**config.mk**
```make
export PLATFORM = sky130hd
export DESIGN_NAME = spi_ctrl_top
export DESIGN_NICKNAME = d
export VERILOG_FILES = /design/src/hdl/spi_bus_pkg.sv /design/src/hdl/dac_job_pkg.sv /design/src/hdl/fsmc_req_capture.sv /design/src/hdl/ang_da_capture.sv /design/src/hdl/spi_job_sequencer.sv /design/src/hdl/spi_ctrl_top.sv
export VERILOG_INCLUDE_DIRS = /design/src /design/src/hdl
export SDC_FILE = /design/constraint.sdc
export NUM_CORES = 1
export LEC_CHECK = 0
export BUFFER_PORTS_ARGS = -buffer_cell sky130_fd_sc_hd__buf_4
export CAP_MARGIN = 20
export CELL_PAD_IN_SITES_DETAIL_PLACEMENT = 0
export CELL_PAD_IN_SITES_GLOBAL_PLACEMENT = 1
export CORE_UTILIZATION = 45
export CTS_BUF_LIST = sky130_fd_sc_hd__clkbuf_4 sky130_fd_sc_hd__clkbuf_8
export DETAILED_ROUTE_END_ITERATION = 16
export HOLD_SLACK_MARGIN = 0.15
export PLACE_DENSITY_LB_ADDON = 0.1
export SYNTH_ARGS = -nofsm -noshare
export SYNTH_HDL_FRONTEND = slang
export SYNTH_SLANG_ARGS = --single-unit
```
**constraint.sdc**
```tcl
create_clock -name clk64_i -period 7.1 [get_ports clk64_i]
set_input_delay 0.71 -clock clk64_i [delete_from_list [all_inputs] [get_ports clk64_i]]
set_output_delay 0.71 -clock clk64_i [all_outputs]
set_load 0.03 [all_outputs]
```
**src/hdl/spi_ctrl_defines.svh**
```systemverilog
/* host bus addresses, spi register offsets, control word,
   dac command codes, power threshold and core count */
`ifndef SPI_CTRL_DEFINES_SVH
`define SPI_CTRL_DEFINES_SVH

// six current sources plus the opp board
`define SPI_NUM_CORES       7

// decoded host write addresses
`define ADDR_CCS_DACSET     8'h10
`define ADDR_CCS_DACOFFSET  8'h11
`define ADDR_CCS_ADCRV      8'h12
`define ADDR_CCS_ADCMV      8'h13

// spi core register map
`define OFFSET_SPI_CTRL     2'b00
`define OFFSET_SPI_DATA     2'b01

// rx irq on, 16 bit frames, clk/8, sample on falling edge
`define SPI_CFG_WORD        16'h585d

`define DAC_CHA             2'b00
`define DAC_CHB             2'b01
`define DAC_WRITE_UPDATE    2'b01

// set values above this count as powered
`define DAC_JUDSET_MIN      12'h0c8

`endif

```
**src/hdl/spi_bus_pkg.sv**
```systemverilog
/* spi core side types: data word, register offset, core mask,
   request and response structs */
`include "spi_ctrl_defines.svh"

package spi_bus_pkg;

	typedef logic [15:0] spi_word_t;
	typedef logic [1:0] spi_offset_t;

	// one bit per core, all ones for a broadcast
	typedef logic [`SPI_NUM_CORES-1:0] spi_mask_t;

	// sequencer to cores, shared offset and data
	typedef struct packed
	{
		spi_mask_t   we;
		spi_mask_t   stb;     // single cycle pulse
		spi_offset_t offset;
		spi_word_t   data;
	} spi_req_t;

	// cores to sequencer
	typedef struct packed
	{
		spi_mask_t ack;
		spi_mask_t irq;
	} spi_rsp_t;

endpackage

```
**src/hdl/dac_job_pkg.sv**
```systemverilog
/* job side types: dac code, target select, pending host requests,
   done pulses and sequencer states */
package dac_job_pkg;

	typedef logic [11:0] dac_code_t;

	// 0 all cores, 1..6 single core, 7 none
	typedef logic [2:0] dac_target_t;

	typedef struct packed
	{
		logic        dacset_pend;
		logic        offset_pend;
		logic        adc_pend;
		dac_code_t   dacset_code;
		dac_target_t dacset_tgt;
		dac_code_t   offset_code;
		dac_target_t offset_tgt;
	} host_req_t;

	// one cycle each, clears the matching pending bit
	typedef struct packed
	{
		logic dacset;
		logic offset;
		logic adc;
		logic analog;
	} job_done_t;

	typedef enum logic [2:0]
	{
		IDLE,
		ADC_CONFIG,
		ADC_RD,
		DAC_CONFIG,
		DACSET_WR,
		DACOFFSET_WR
	} seq_state_t;

endpackage

```
**src/hdl/fsmc_req_capture.sv**
```systemverilog
`timescale 1ns/1ps
/* host bus capture: strobe synchronizers, write edge decode
   and the pending dac set, dac offset and adc requests */
`include "spi_ctrl_defines.svh"

module fsmc_req_capture
(
	input  logic                   clk64_i,
	input  logic                   rstn_i,
	input  logic                   fsmc_csn_i,
	input  logic                   fsmc_wrn_i,
	input  logic [7:0]             fsmc_addr_i,
	input  spi_bus_pkg::spi_word_t fsmc_data_i,
	input  logic                   ang_busy_i,   // analog job waiting
	input  dac_job_pkg::job_done_t done_i,
	output dac_job_pkg::host_req_t host_req_o,
	output logic                   adc_chnl_o    // 0 rv, 1 mv
);
	import spi_bus_pkg::*;
	import dac_job_pkg::*;

	logic csn_s1, csn_s2;
	logic wrn_s1, wrn_s2, wrn_s3;
	logic [7:0] addr_q;
	spi_word_t data_q;
	logic wr_edge;
	logic dacset_pend, offset_pend, adc_pend;
	dac_code_t dacset_code, offset_code;
	dac_target_t dacset_tgt, offset_tgt;

	always_ff @(posedge clk64_i or negedge rstn_i)
		if (!rstn_i)
		begin
			csn_s1 <= 1'b1;
			csn_s2 <= 1'b1;
			wrn_s1 <= 1'b1;
			wrn_s2 <= 1'b1;
			wrn_s3 <= 1'b1;
		end
		else
		begin
			csn_s1 <= fsmc_csn_i;
			csn_s2 <= csn_s1;
			wrn_s1 <= fsmc_wrn_i;
			wrn_s2 <= wrn_s1;
			wrn_s3 <= wrn_s2;
		end

	// bus is stable while the strobe is low
	always_ff @(posedge clk64_i)
		if (!wrn_s1)
		begin
			addr_q <= fsmc_addr_i;
			data_q <= fsmc_data_i;
		end

	assign wr_edge = wrn_s2 & ~wrn_s3 & ~csn_s2;   // end of write

	always_ff @(posedge clk64_i or negedge rstn_i)
		if (!rstn_i)
		begin
			dacset_pend <= 1'b0;
			offset_pend <= 1'b0;
			adc_pend <= 1'b0;
			adc_chnl_o <= 1'b0;
		end
		else if (ang_busy_i)
		begin
			dacset_pend <= 1'b0;   // host locked out
			offset_pend <= 1'b0;
			adc_pend <= 1'b0;
		end
		else
		begin
			if (done_i.dacset)
				dacset_pend <= 1'b0;
			if (done_i.offset)
				offset_pend <= 1'b0;
			if (done_i.adc)
				adc_pend <= 1'b0;
			// a new write wins over a done pulse
			if (wr_edge)
			begin
				case (addr_q)
					`ADDR_CCS_DACSET: dacset_pend <= 1'b1;
					`ADDR_CCS_DACOFFSET: offset_pend <= 1'b1;
					`ADDR_CCS_ADCRV:
					begin
						adc_pend <= 1'b1;
						adc_chnl_o <= 1'b0;
					end
					`ADDR_CCS_ADCMV:
					begin
						adc_pend <= 1'b1;
						adc_chnl_o <= 1'b1;
					end
					default: ;
				endcase
			end
		end

	// a repeat write only refreshes code and target
	always_ff @(posedge clk64_i)
		if (wr_edge && !ang_busy_i)
		begin
			if (addr_q == `ADDR_CCS_DACSET)
			begin
				dacset_code <= data_q[11:0];
				dacset_tgt <= data_q[14:12];
			end
			if (addr_q == `ADDR_CCS_DACOFFSET)
			begin
				offset_code <= data_q[11:0];
				offset_tgt <= data_q[14:12];
			end
		end

	assign host_req_o.dacset_pend = dacset_pend;
	assign host_req_o.offset_pend = offset_pend;
	assign host_req_o.adc_pend = adc_pend;
	assign host_req_o.dacset_code = dacset_code;
	assign host_req_o.dacset_tgt = dacset_tgt;
	assign host_req_o.offset_code = offset_code;
	assign host_req_o.offset_tgt = offset_tgt;

endmodule

```
**src/hdl/ang_da_capture.sv**
```systemverilog
`timescale 1ns/1ps
/* analog update capture: synchronizer, rising edge detect,
   pending analog set value request with its code */
module ang_da_capture
(
	input  logic                   clk64_i,
	input  logic                   rstn_i,
	input  logic                   da_set_mod_i,     // analog dac mode
	input  logic                   ang_da_update_i,
	input  dac_job_pkg::dac_code_t ang_da_data_i,
	input  dac_job_pkg::job_done_t done_i,
	output logic                   ang_pend_o,
	output dac_job_pkg::dac_code_t ang_code_o
);
	import dac_job_pkg::*;

	logic upd_s1, upd_s2, upd_s3;
	logic upd_rise;

	// idle high so a line held high after reset gives no edge
	always_ff @(posedge clk64_i or negedge rstn_i)
		if (!rstn_i)
		begin
			upd_s1 <= 1'b1;
			upd_s2 <= 1'b1;
			upd_s3 <= 1'b1;
		end
		else
		begin
			upd_s1 <= ang_da_update_i;
			upd_s2 <= upd_s1;
			upd_s3 <= upd_s2;
		end

	assign upd_rise = upd_s2 & ~upd_s3;

	always_ff @(posedge clk64_i or negedge rstn_i)
		if (!rstn_i)
			ang_pend_o <= 1'b0;
		else if (!da_set_mod_i)
			ang_pend_o <= 1'b0;   // mode off cancels
		else if (upd_rise)
			ang_pend_o <= 1'b1;
		else if (done_i.analog)
			ang_pend_o <= 1'b0;

	always_ff @(posedge clk64_i)
		if (da_set_mod_i && upd_rise)
			ang_code_o <= ang_da_data_i;

endmodule

```
**src/hdl/spi_job_sequencer.sv**
```systemverilog
`timescale 1ns/1ps
/* job sequencer: control then data write on the spi cores,
   core masks, data words, done pulses and set power flags */
`include "spi_ctrl_defines.svh"

module spi_job_sequencer
(
	input  logic                   clk64_i,
	input  logic                   rstn_i,
	input  logic                   da_set_mod_i,
	input  dac_job_pkg::host_req_t host_req_i,
	input  logic                   ang_pend_i,
	input  dac_job_pkg::dac_code_t ang_code_i,
	input  spi_bus_pkg::spi_rsp_t  spi_rsp_i,
	output spi_bus_pkg::spi_req_t  spi_req_o,
	output dac_job_pkg::job_done_t done_o,
	output logic                   ccs_adda_sel_o,   // 1 while a dac job runs
	output logic                   dac_setpower_o
);
	import spi_bus_pkg::*;
	import dac_job_pkg::*;

	seq_state_t state, state_nxt, state_d1;
	logic ack_any, irq_q;
	logic entry;
	logic job_ang;     // set value job came from the analog side
	logic no_core_q;   // data write went to no core
	logic ang_power, host_power;
	dac_code_t set_code;
	spi_mask_t sel_mask, we_q, stb_q;
	spi_offset_t offset_q;
	spi_word_t data_q;

	function automatic spi_mask_t tgt_mask(input dac_target_t tgt);
		spi_mask_t m;
		if (tgt == 3'd0)
			m = '1;
		else if (tgt == 3'd7)
			m = '0;
		else
			m = spi_mask_t'(1) << (tgt - 3'd1);
		return m;
	endfunction

	assign ack_any = |spi_rsp_i.ack;
	assign set_code = job_ang ? ang_code_i : host_req_i.dacset_code;
	assign entry = (state != state_d1) && (state != IDLE);

	always_ff @(posedge clk64_i or negedge rstn_i)
		if (!rstn_i)
		begin
			state <= IDLE;
			state_d1 <= IDLE;
			irq_q <= 1'b0;
			job_ang <= 1'b0;
			no_core_q <= 1'b0;
		end
		else
		begin
			state <= state_nxt;
			state_d1 <= state;
			irq_q <= |spi_rsp_i.irq;
			if (state == DAC_CONFIG && ack_any)
				job_ang <= ang_pend_i;
			if (entry)
				no_core_q <= (sel_mask == '0);
		end

	always_comb
	begin
		state_nxt = state;
		case (state)
			IDLE:
				if (!irq_q)   // last interrupt must be gone
				begin
					if (ang_pend_i || host_req_i.dacset_pend || host_req_i.offset_pend)
						state_nxt = DAC_CONFIG;
					else if (host_req_i.adc_pend)
						state_nxt = ADC_CONFIG;
				end
			ADC_CONFIG:
				if (ack_any)
					state_nxt = ADC_RD;
			DAC_CONFIG:
				if (ack_any)
				begin
					if (ang_pend_i || host_req_i.dacset_pend)
						state_nxt = DACSET_WR;
					else if (host_req_i.offset_pend)
						state_nxt = DACOFFSET_WR;
					else
						state_nxt = IDLE;   // request withdrawn
				end
			ADC_RD:
				if (irq_q)
					state_nxt = IDLE;
			DACSET_WR, DACOFFSET_WR:
				if (irq_q || no_core_q)
					state_nxt = IDLE;
			default: state_nxt = IDLE;
		endcase
	end

	always_comb
		case (state)
			DACSET_WR: sel_mask = job_ang ? '1 : tgt_mask(host_req_i.dacset_tgt);
			DACOFFSET_WR: sel_mask = tgt_mask(host_req_i.offset_tgt);
			default: sel_mask = '1;   // config and adc go to all cores
		endcase

	always_ff @(posedge clk64_i or negedge rstn_i)
		if (!rstn_i)
		begin
			we_q <= '0;
			stb_q <= '0;
		end
		else
		begin
			we_q <= entry ? sel_mask : '0;
			stb_q <= entry ? sel_mask : '0;
		end

	always_ff @(posedge clk64_i)
		if (entry)
			case (state)
				ADC_RD:
				begin
					offset_q <= `OFFSET_SPI_DATA;
					data_q <= '0;   // dummy frame clocks the adc out
				end
				DACSET_WR:
				begin
					offset_q <= `OFFSET_SPI_DATA;
					data_q <= {`DAC_CHA, `DAC_WRITE_UPDATE, set_code};
				end
				DACOFFSET_WR:
				begin
					offset_q <= `OFFSET_SPI_DATA;
					data_q <= {`DAC_CHB, `DAC_WRITE_UPDATE, host_req_i.offset_code};
				end
				default:
				begin
					offset_q <= `OFFSET_SPI_CTRL;
					data_q <= `SPI_CFG_WORD;
				end
			endcase

	always_ff @(posedge clk64_i or negedge rstn_i)
		if (!rstn_i)
		begin
			ang_power <= 1'b0;
			host_power <= 1'b0;
		end
		else if (entry && state == DACSET_WR)
		begin
			if (job_ang)
				ang_power <= (set_code > `DAC_JUDSET_MIN);
			else
				host_power <= (set_code > `DAC_JUDSET_MIN);
		end

	assign done_o.dacset = (state == DACSET_WR) && (state_nxt == IDLE) && !job_ang;
	assign done_o.analog = (state == DACSET_WR) && (state_nxt == IDLE) && job_ang;
	assign done_o.offset = (state == DACOFFSET_WR) && (state_nxt == IDLE);
	assign done_o.adc = (state == ADC_RD) && (state_nxt == IDLE);

	assign spi_req_o.we = we_q;
	assign spi_req_o.stb = stb_q;
	assign spi_req_o.offset = offset_q;
	assign spi_req_o.data = data_q;

	assign ccs_adda_sel_o = (state == DAC_CONFIG) || (state == DACSET_WR) ||
		(state == DACOFFSET_WR);
	assign dac_setpower_o = da_set_mod_i ? ang_power : host_power;

endmodule

```
**src/hdl/spi_ctrl_top.sv**
```systemverilog
`timescale 1ns/1ps
/* spi control unit top: host capture, analog capture and job sequencer */
module spi_ctrl_top
(
	input  logic                    clk64_i,
	input  logic                    rstn_i,
	input  logic                    da_set_mod_i,
	input  logic                    fsmc_csn_i,
	input  logic                    fsmc_wrn_i,
	input  logic [7:0]              fsmc_addr_i,
	input  spi_bus_pkg::spi_word_t  fsmc_data_i,
	input  logic                    ang_da_update_i,
	input  dac_job_pkg::dac_code_t  ang_da_data_i,
	output spi_bus_pkg::spi_mask_t  spi_we_o,
	output spi_bus_pkg::spi_mask_t  spi_stb_o,
	output spi_bus_pkg::spi_offset_t spi_addr_o,
	output spi_bus_pkg::spi_word_t  spi_data_o,
	input  spi_bus_pkg::spi_mask_t  spi_ack_i,
	input  spi_bus_pkg::spi_mask_t  spi_irq_i,
	output logic                    adc_chnl_o,
	output logic                    ccs_adda_sel_o,
	output logic                    dac_setpower_o
);
	import spi_bus_pkg::*;
	import dac_job_pkg::*;

	host_req_t host_req;
	job_done_t done;
	logic ang_pend;
	dac_code_t ang_code;
	spi_req_t spi_req;
	spi_rsp_t spi_rsp;

	fsmc_req_capture u_fsmc
	(
		.clk64_i     (clk64_i),
		.rstn_i      (rstn_i),
		.fsmc_csn_i  (fsmc_csn_i),
		.fsmc_wrn_i  (fsmc_wrn_i),
		.fsmc_addr_i (fsmc_addr_i),
		.fsmc_data_i (fsmc_data_i),
		.ang_busy_i  (ang_pend),
		.done_i      (done),
		.host_req_o  (host_req),
		.adc_chnl_o  (adc_chnl_o)
	);

	ang_da_capture u_ang
	(
		.clk64_i         (clk64_i),
		.rstn_i          (rstn_i),
		.da_set_mod_i    (da_set_mod_i),
		.ang_da_update_i (ang_da_update_i),
		.ang_da_data_i   (ang_da_data_i),
		.done_i          (done),
		.ang_pend_o      (ang_pend),
		.ang_code_o      (ang_code)
	);

	spi_job_sequencer u_seq
	(
		.clk64_i        (clk64_i),
		.rstn_i         (rstn_i),
		.da_set_mod_i   (da_set_mod_i),
		.host_req_i     (host_req),
		.ang_pend_i     (ang_pend),
		.ang_code_i     (ang_code),
		.spi_rsp_i      (spi_rsp),
		.spi_req_o      (spi_req),
		.done_o         (done),
		.ccs_adda_sel_o (ccs_adda_sel_o),
		.dac_setpower_o (dac_setpower_o)
	);

	assign spi_rsp.ack = spi_ack_i;
	assign spi_rsp.irq = spi_irq_i;

	assign spi_we_o = spi_req.we;
	assign spi_stb_o = spi_req.stb;
	assign spi_addr_o = spi_req.offset;
	assign spi_data_o = spi_req.data;

endmodule

```
# After elaboration in Yosys (flattened, before gate mapping)
# Cells that the tools add are included.
# word_totals
register_bits,114
inputBits,56
out_inout_bits,35
wordCells,127
# classes
magnitude_cmp,1
muxes,37
addsub,2
n_eq_ne,13
reduce_logical,34
shifts,2
n_bitwise,8
# op_table
cell,count
15-bit case mux with 3 select lines,1
7-bit two-way mux,6
"8-bit by 5-bit equality test with 1-bit output, second input constant",4
3-bit two-way mux,9
1-bit two-way mux,17
3-bit case mux with 5 select lines,1
7-bit case mux with 2 select lines,1
7-bit OR reduction,2
"1-bit by 3-bit << shifter with 7-bit output, first input constant",2
"3-bit equality test, second input constant",4
"12-bit by 8-bit > comparator with 1-bit output, second input constant",1
3-bit zero test,4
12-bit two-way mux,1
1-bit logical AND,10
2-bit AND reduction,4
7-bit zero test,1
"3-bit by 2-bit equality test with 1-bit output, second input constant",2
"3-bit by 1-bit subtractor with 3-bit output, second input constant",2
1-bit logical OR,5
1-bit NOT,5
2-bit OR reduction,2
1-bit AND,3
"3-bit by 1-bit equality test with 1-bit output, second input constant",1
"3-bit by 1-bit inequality test with 1-bit output, second input constant",1
other kinds (7),8

# Depth between registers and ports, before layout
# depth
ltp_word,12
mapped_depth,8
depth_no_buf,7

# Hierarchy
# A second synthesis with hierarchy kept.
# hier_totals
hier_cells,333
area_unflattened_um2,4585.6
# modules_own_cells
mod,area_per_inst_um2,n_inst,seq_area_each_um2,cells_each
spi_job_sequencer,2119.5,1,900.9,226
fsmc_req_capture,1973.1,1,1823.0,86
ang_da_capture,493.0,1,464.2,21

# Worst setup path before layout
# No wires, ideal clock.
# synth_timing
kind,reg-to-reg
startpoint,register u_ang.ang_pend_o
endpoint,"register u_fsmc.offset_code[0], enable pin"
setup_time_ns,0.411
setup_slack_ns,4.603
path_buffers,0
t_required_ns,6.689
stages_incl_launch_ff,4
period_less_slack_ns,2.497
arrival_ns,2.086
cell_sequence,dfrtp_1 -> nor4_1 -> nand4b_1 -> nor3b_1
# synth_between
elab_chain_cells,3
# synth_rtl
item,line,source
from (decl),ang_da_capture.sv:12,"output logic ang_pend_o,"
from (signal assigned),ang_da_capture.sv:39,ang_pend_o <= 1'b0;
from (signal assigned),ang_da_capture.sv:41,ang_pend_o <= 1'b0;
from (signal assigned),ang_da_capture.sv:43,ang_pend_o <= 1'b1;
1-bit zero test,fsmc_req_capture.sv:104,if (wr_edge && !ang_busy_i)
1-bit logical AND,fsmc_req_capture.sv:104,
2-bit AND reduction (no line),--,
to (signal assigned),fsmc_req_capture.sv:113,offset_code <= data_q[11:0];
to (decl),fsmc_req_capture.sv:28,"dac_code_t dacset_code, offset_code;"
# No other way between the ends.
# A chain may end at the register's enable or synchronous reset.

# Worst setup path in the final report
# layout_timing
startpoint,register u_seq.state[2]
endpoint,output port ccs_adda_sel_o
# layout_between
elab_chain_cells,3
elab_cells_between_ends,5
classes_between,eq/ne: 3; reduce/logical: 2
# layout_rtl
item,line,source
from (decl),spi_job_sequencer.sv:23,"seq_state_t state, state_nxt, state_d1;"
from (signal assigned),spi_job_sequencer.sv:60,state <= state_nxt;
3-bit by 2-bit equality test with 1-bit output / 3-bit equality test (equally long branches),spi_job_sequencer.sv:172,assign ccs_adda_sel_o = (state == DAC_CONFIG) || (state == DACSET_WR) ||
1-bit logical OR,spi_job_sequencer.sv:172,
1-bit logical OR (*),spi_job_sequencer.sv:172,
to (decl),spi_ctrl_top.sv:21,"output logic ccs_adda_sel_o,"
# Every way passes the cells marked *; elsewhere a longest branch is shown, timed or not.

==> results.cfg <==
[status]
status = finished clean

[grt]
grt_pass1_vias = 2739
grt_busiest_layer = met2
met1_usage_pct = 22.8
grtUsageTotal_pct = 17.6
grt_pass1_wl_um = 13500
met3_usage_pct = 3.15
antenna_found_initial = 0
grt_use_met2_pct = 29.7
grt_max_degree = 32
overflow = 0

[placed_design]
io_buffers = 86
gp_congestion = 0.804
dp_slack_ns = 4.86
place_inst = 522
dp_hpwl_um = 5830

[sta]
holdWs_ns = 0.269
skew_ns = 0.0135
slew_viol_final = 0
fmax_mhz = 429
worst_slack_ns = 4.77
finalCritPeriodShare_pct = 32.8
relSlewSlack_pct = 34.6
setup_tns_ns = 0
setup_viol_count_final = 0
min_period_ns = 2.33
hold_viol = 0
rsz0062_at_grt = false
max_slew.worst_pin.slew_ns = 0.980

[clock_tree]
cts_inserted_buffers = 9
ctsHoldBuffers = 0
cts_resized = 0
cts_setup_buffers = 0
clkTransAtPathRegs_ns = 0.10
tritoncts = built
root_buffer = clkbuf_8
htreeDepth = 3
clock_sinks = 111
clock_latency_ns = 0.37
cts_buffer_depth = 2

[power_and_ir_drop]
vdd_drop_max_v = 0.0000999
power.share.switching_pct = 20.3
comb_power_share_pct = 3.5
powerDensity_nw_per_um2 = 215
intPower_mw = 0.937
power_frac_clock_pct = 35.5
p_leak_nw = 2.19
switching_power_mw = 0.239
seqPwrFrac_pct = 60.9

[worst_setup_path]
path_buf_inv = 1
cp-end-kind = output port
start_kind = flop
required_ns = 6.39
regToRegSetupSlack_ns = 4.85
critical_path.cell_chain = nand2b_4 > nand2_1 > buf_4
r2r_end = u_seq.no_core_q
reg2reg_from = u_seq.state[0]
path_max_fanout = 15
crit_arrival_ns = 1.62
r2r_cells = 6
critPathSlowestCell = dfrtp_1
crit_type = flop to output port
crit_family = flip-flops
critPathMaxStageDelay_ns = 0.72

[drt]
vias_per_cell = 5.08
first_pass_iters = 4
remaining_drc_errors = 0
wire_per_inst_um = 15.6
via_count = 2733
ant_nets = 0
wirelength_um = 8410
drtIter0Drc = 80

[logic_synthesis]
syn_inst = 320
synth_top_area_share_pct = 53.2
yosys_register_bits = 111
synthesis.area_um2 = 4520
synth_area_leader_cell = edfxtp_1
yosys_warnings = 0
synth_edf_count = 80
async_flop_share_pct = 27.9
synth-main-ff-cell = edfxtp_1
synth_area_leaders = edfxtp_1 (53%), dfrtp_1 (13%), dfstp_2 (4.7%)
syn_avg_cell_area_um2 = 14.1
ys_seq_area_share_pct = 70.6
synth.distinct_cells = 54

[flow_run]
cap_violations = 0

[floorplanning]
dieWidth_um = 102
die_area_um2 = 10400
die_h_um = 102
coreArea_um2 = 9730
rows = 36
start_util_pct = 46.4
ioPinCount = 91

[cells_and_area]
finalNonFillerCells = 538
fillers = 846
drive_gt1_share_pct = 30.1
seqCellArea_um2 = 3190
area_growth_pct = 21.0
utilization_pct = 56.2
multi_input_area_um2 = 1170
fin_nets = 458
antenna_cells = 0

[hold_path]
hold_path_class = primary input to asynchronous set/reset pin
[power by group through the flow]
| stage | clock network (mW) | logic, mW | registers, mW |
|---|---|---|---|
| 6_report | 0.418 | 0.0415 | 0.717 |
| 3_5_place_dp | 0 | 0.0424 | 0.732 |
| 3_3_place_gp | 0 | 0.0415 | 0.731 |
| 4_1_cts | 0.429 | 0.0425 | 0.717 |
| 2_1_floorplan | 0 | 0.0114 | 0.731 |
| 5_1_grt | 0.456 | 0.0458 | 0.719 |
[logic make-up (layout without fill, tap and decap cells)]
logic type                 after synthesis  in the layout  share of synthesized area (%)
and+or+nand+nor                         98             98                           11.7
AOI/OAI and AO/OA                       55             55                           8.62
adders and majority gates                2              2                          0.554
muxes                                   17             17                           3.88
other                                    1              3                         0.0830
DFF                                    111            111                           70.6
buffers and inverters                   32            115                           3.79
xor gates and xnor gates                 4              4                          0.776
[synthesized netlist by cell type, types with 7 or more instances]
cell type / n
buf_4: 11
dfrtp_1: 23
edfxtp_1: 80
inv_1: 8
buf_2: 8
nor3_1: 7
nor2_1: 33
mux2i_1: 13
a21oi_1: 16
dfstp_2: 8
nand2_1: 15
[sequential cells by signal (all words and copies together) (netlist names), 3 cells and up]
signal              flops
u_seq.state_d1          3
u_seq.we_q              7
u_fsmc.addr_q           8
u_fsmc.dacset_tgt       3
u_seq.state             3
u_fsmc.offset_tgt       3
u_ang.ang_code_o       12
u_fsmc.dacset_code     12
u_seq.data_q           14
u_fsmc.offset_code     12
u_fsmc.data_q          15
[metrics by stage]
stage	total power [mW]	area, um2
6_report	1.18	5460
3_5_place_dp	0.774	5240
3_3_place_gp	0.772	5240
2_1_floorplan	0.742	4520
4_1_cts	1.19	5460
5_1_grt	1.22	5460
[worst max path at each step]
stage	from	endpoint	slack (ns)	cells past startpoint
final	u_seq.state[2]	ccs_adda_sel_o	4.77	3
after global routing	u_seq.state[1]	ccs_adda_sel_o	4.65	4
after CTS	u_seq.state[1]	ccs_adda_sel_o	4.76	3
after detailed placement	u_seq.state[0]	u_seq.data_q[1]	4.86	5
after global placement	u_seq.state[0]	u_seq.no_core_q	4.87	6
after floorplan	u_ang.ang_pend_o	u_fsmc.offset_code[0]	4.60	3
[placed cells by master (no fill, tap or decap), types with 5 or more instances in the layout]
cell and n:
buf_4 90, edfxtp_1 80, nor2_1 33, dfrtp_1 23, a21oi_1 16, nand2_1 15
mux2i_1 13, clkbuf_8 9, inv_1 8, dfstp_2 8, o22a_1 6, nor4_1 6
nor3_1 6, nand2b_1 6, o21ai_0 6, nor2b_1 5
[per-layer routing]
layer / wire (um) / share of wire, %
met4: 133 / 1.6
met1: 3750 / 45
met2: 4080 / 49
met3: 444 / 5.3
met5: 0 / 0
[final cells by class]
type	instances	area share, %
clock buffer	9	2.27
timing repair buffer	90	12.4
inverter	9	0.618
multi-input combinational	179	21.5
tap	133	3.05
sequential	111	58.3
clock inverter	7	1.85
Power figures use the tool's default switching activity.
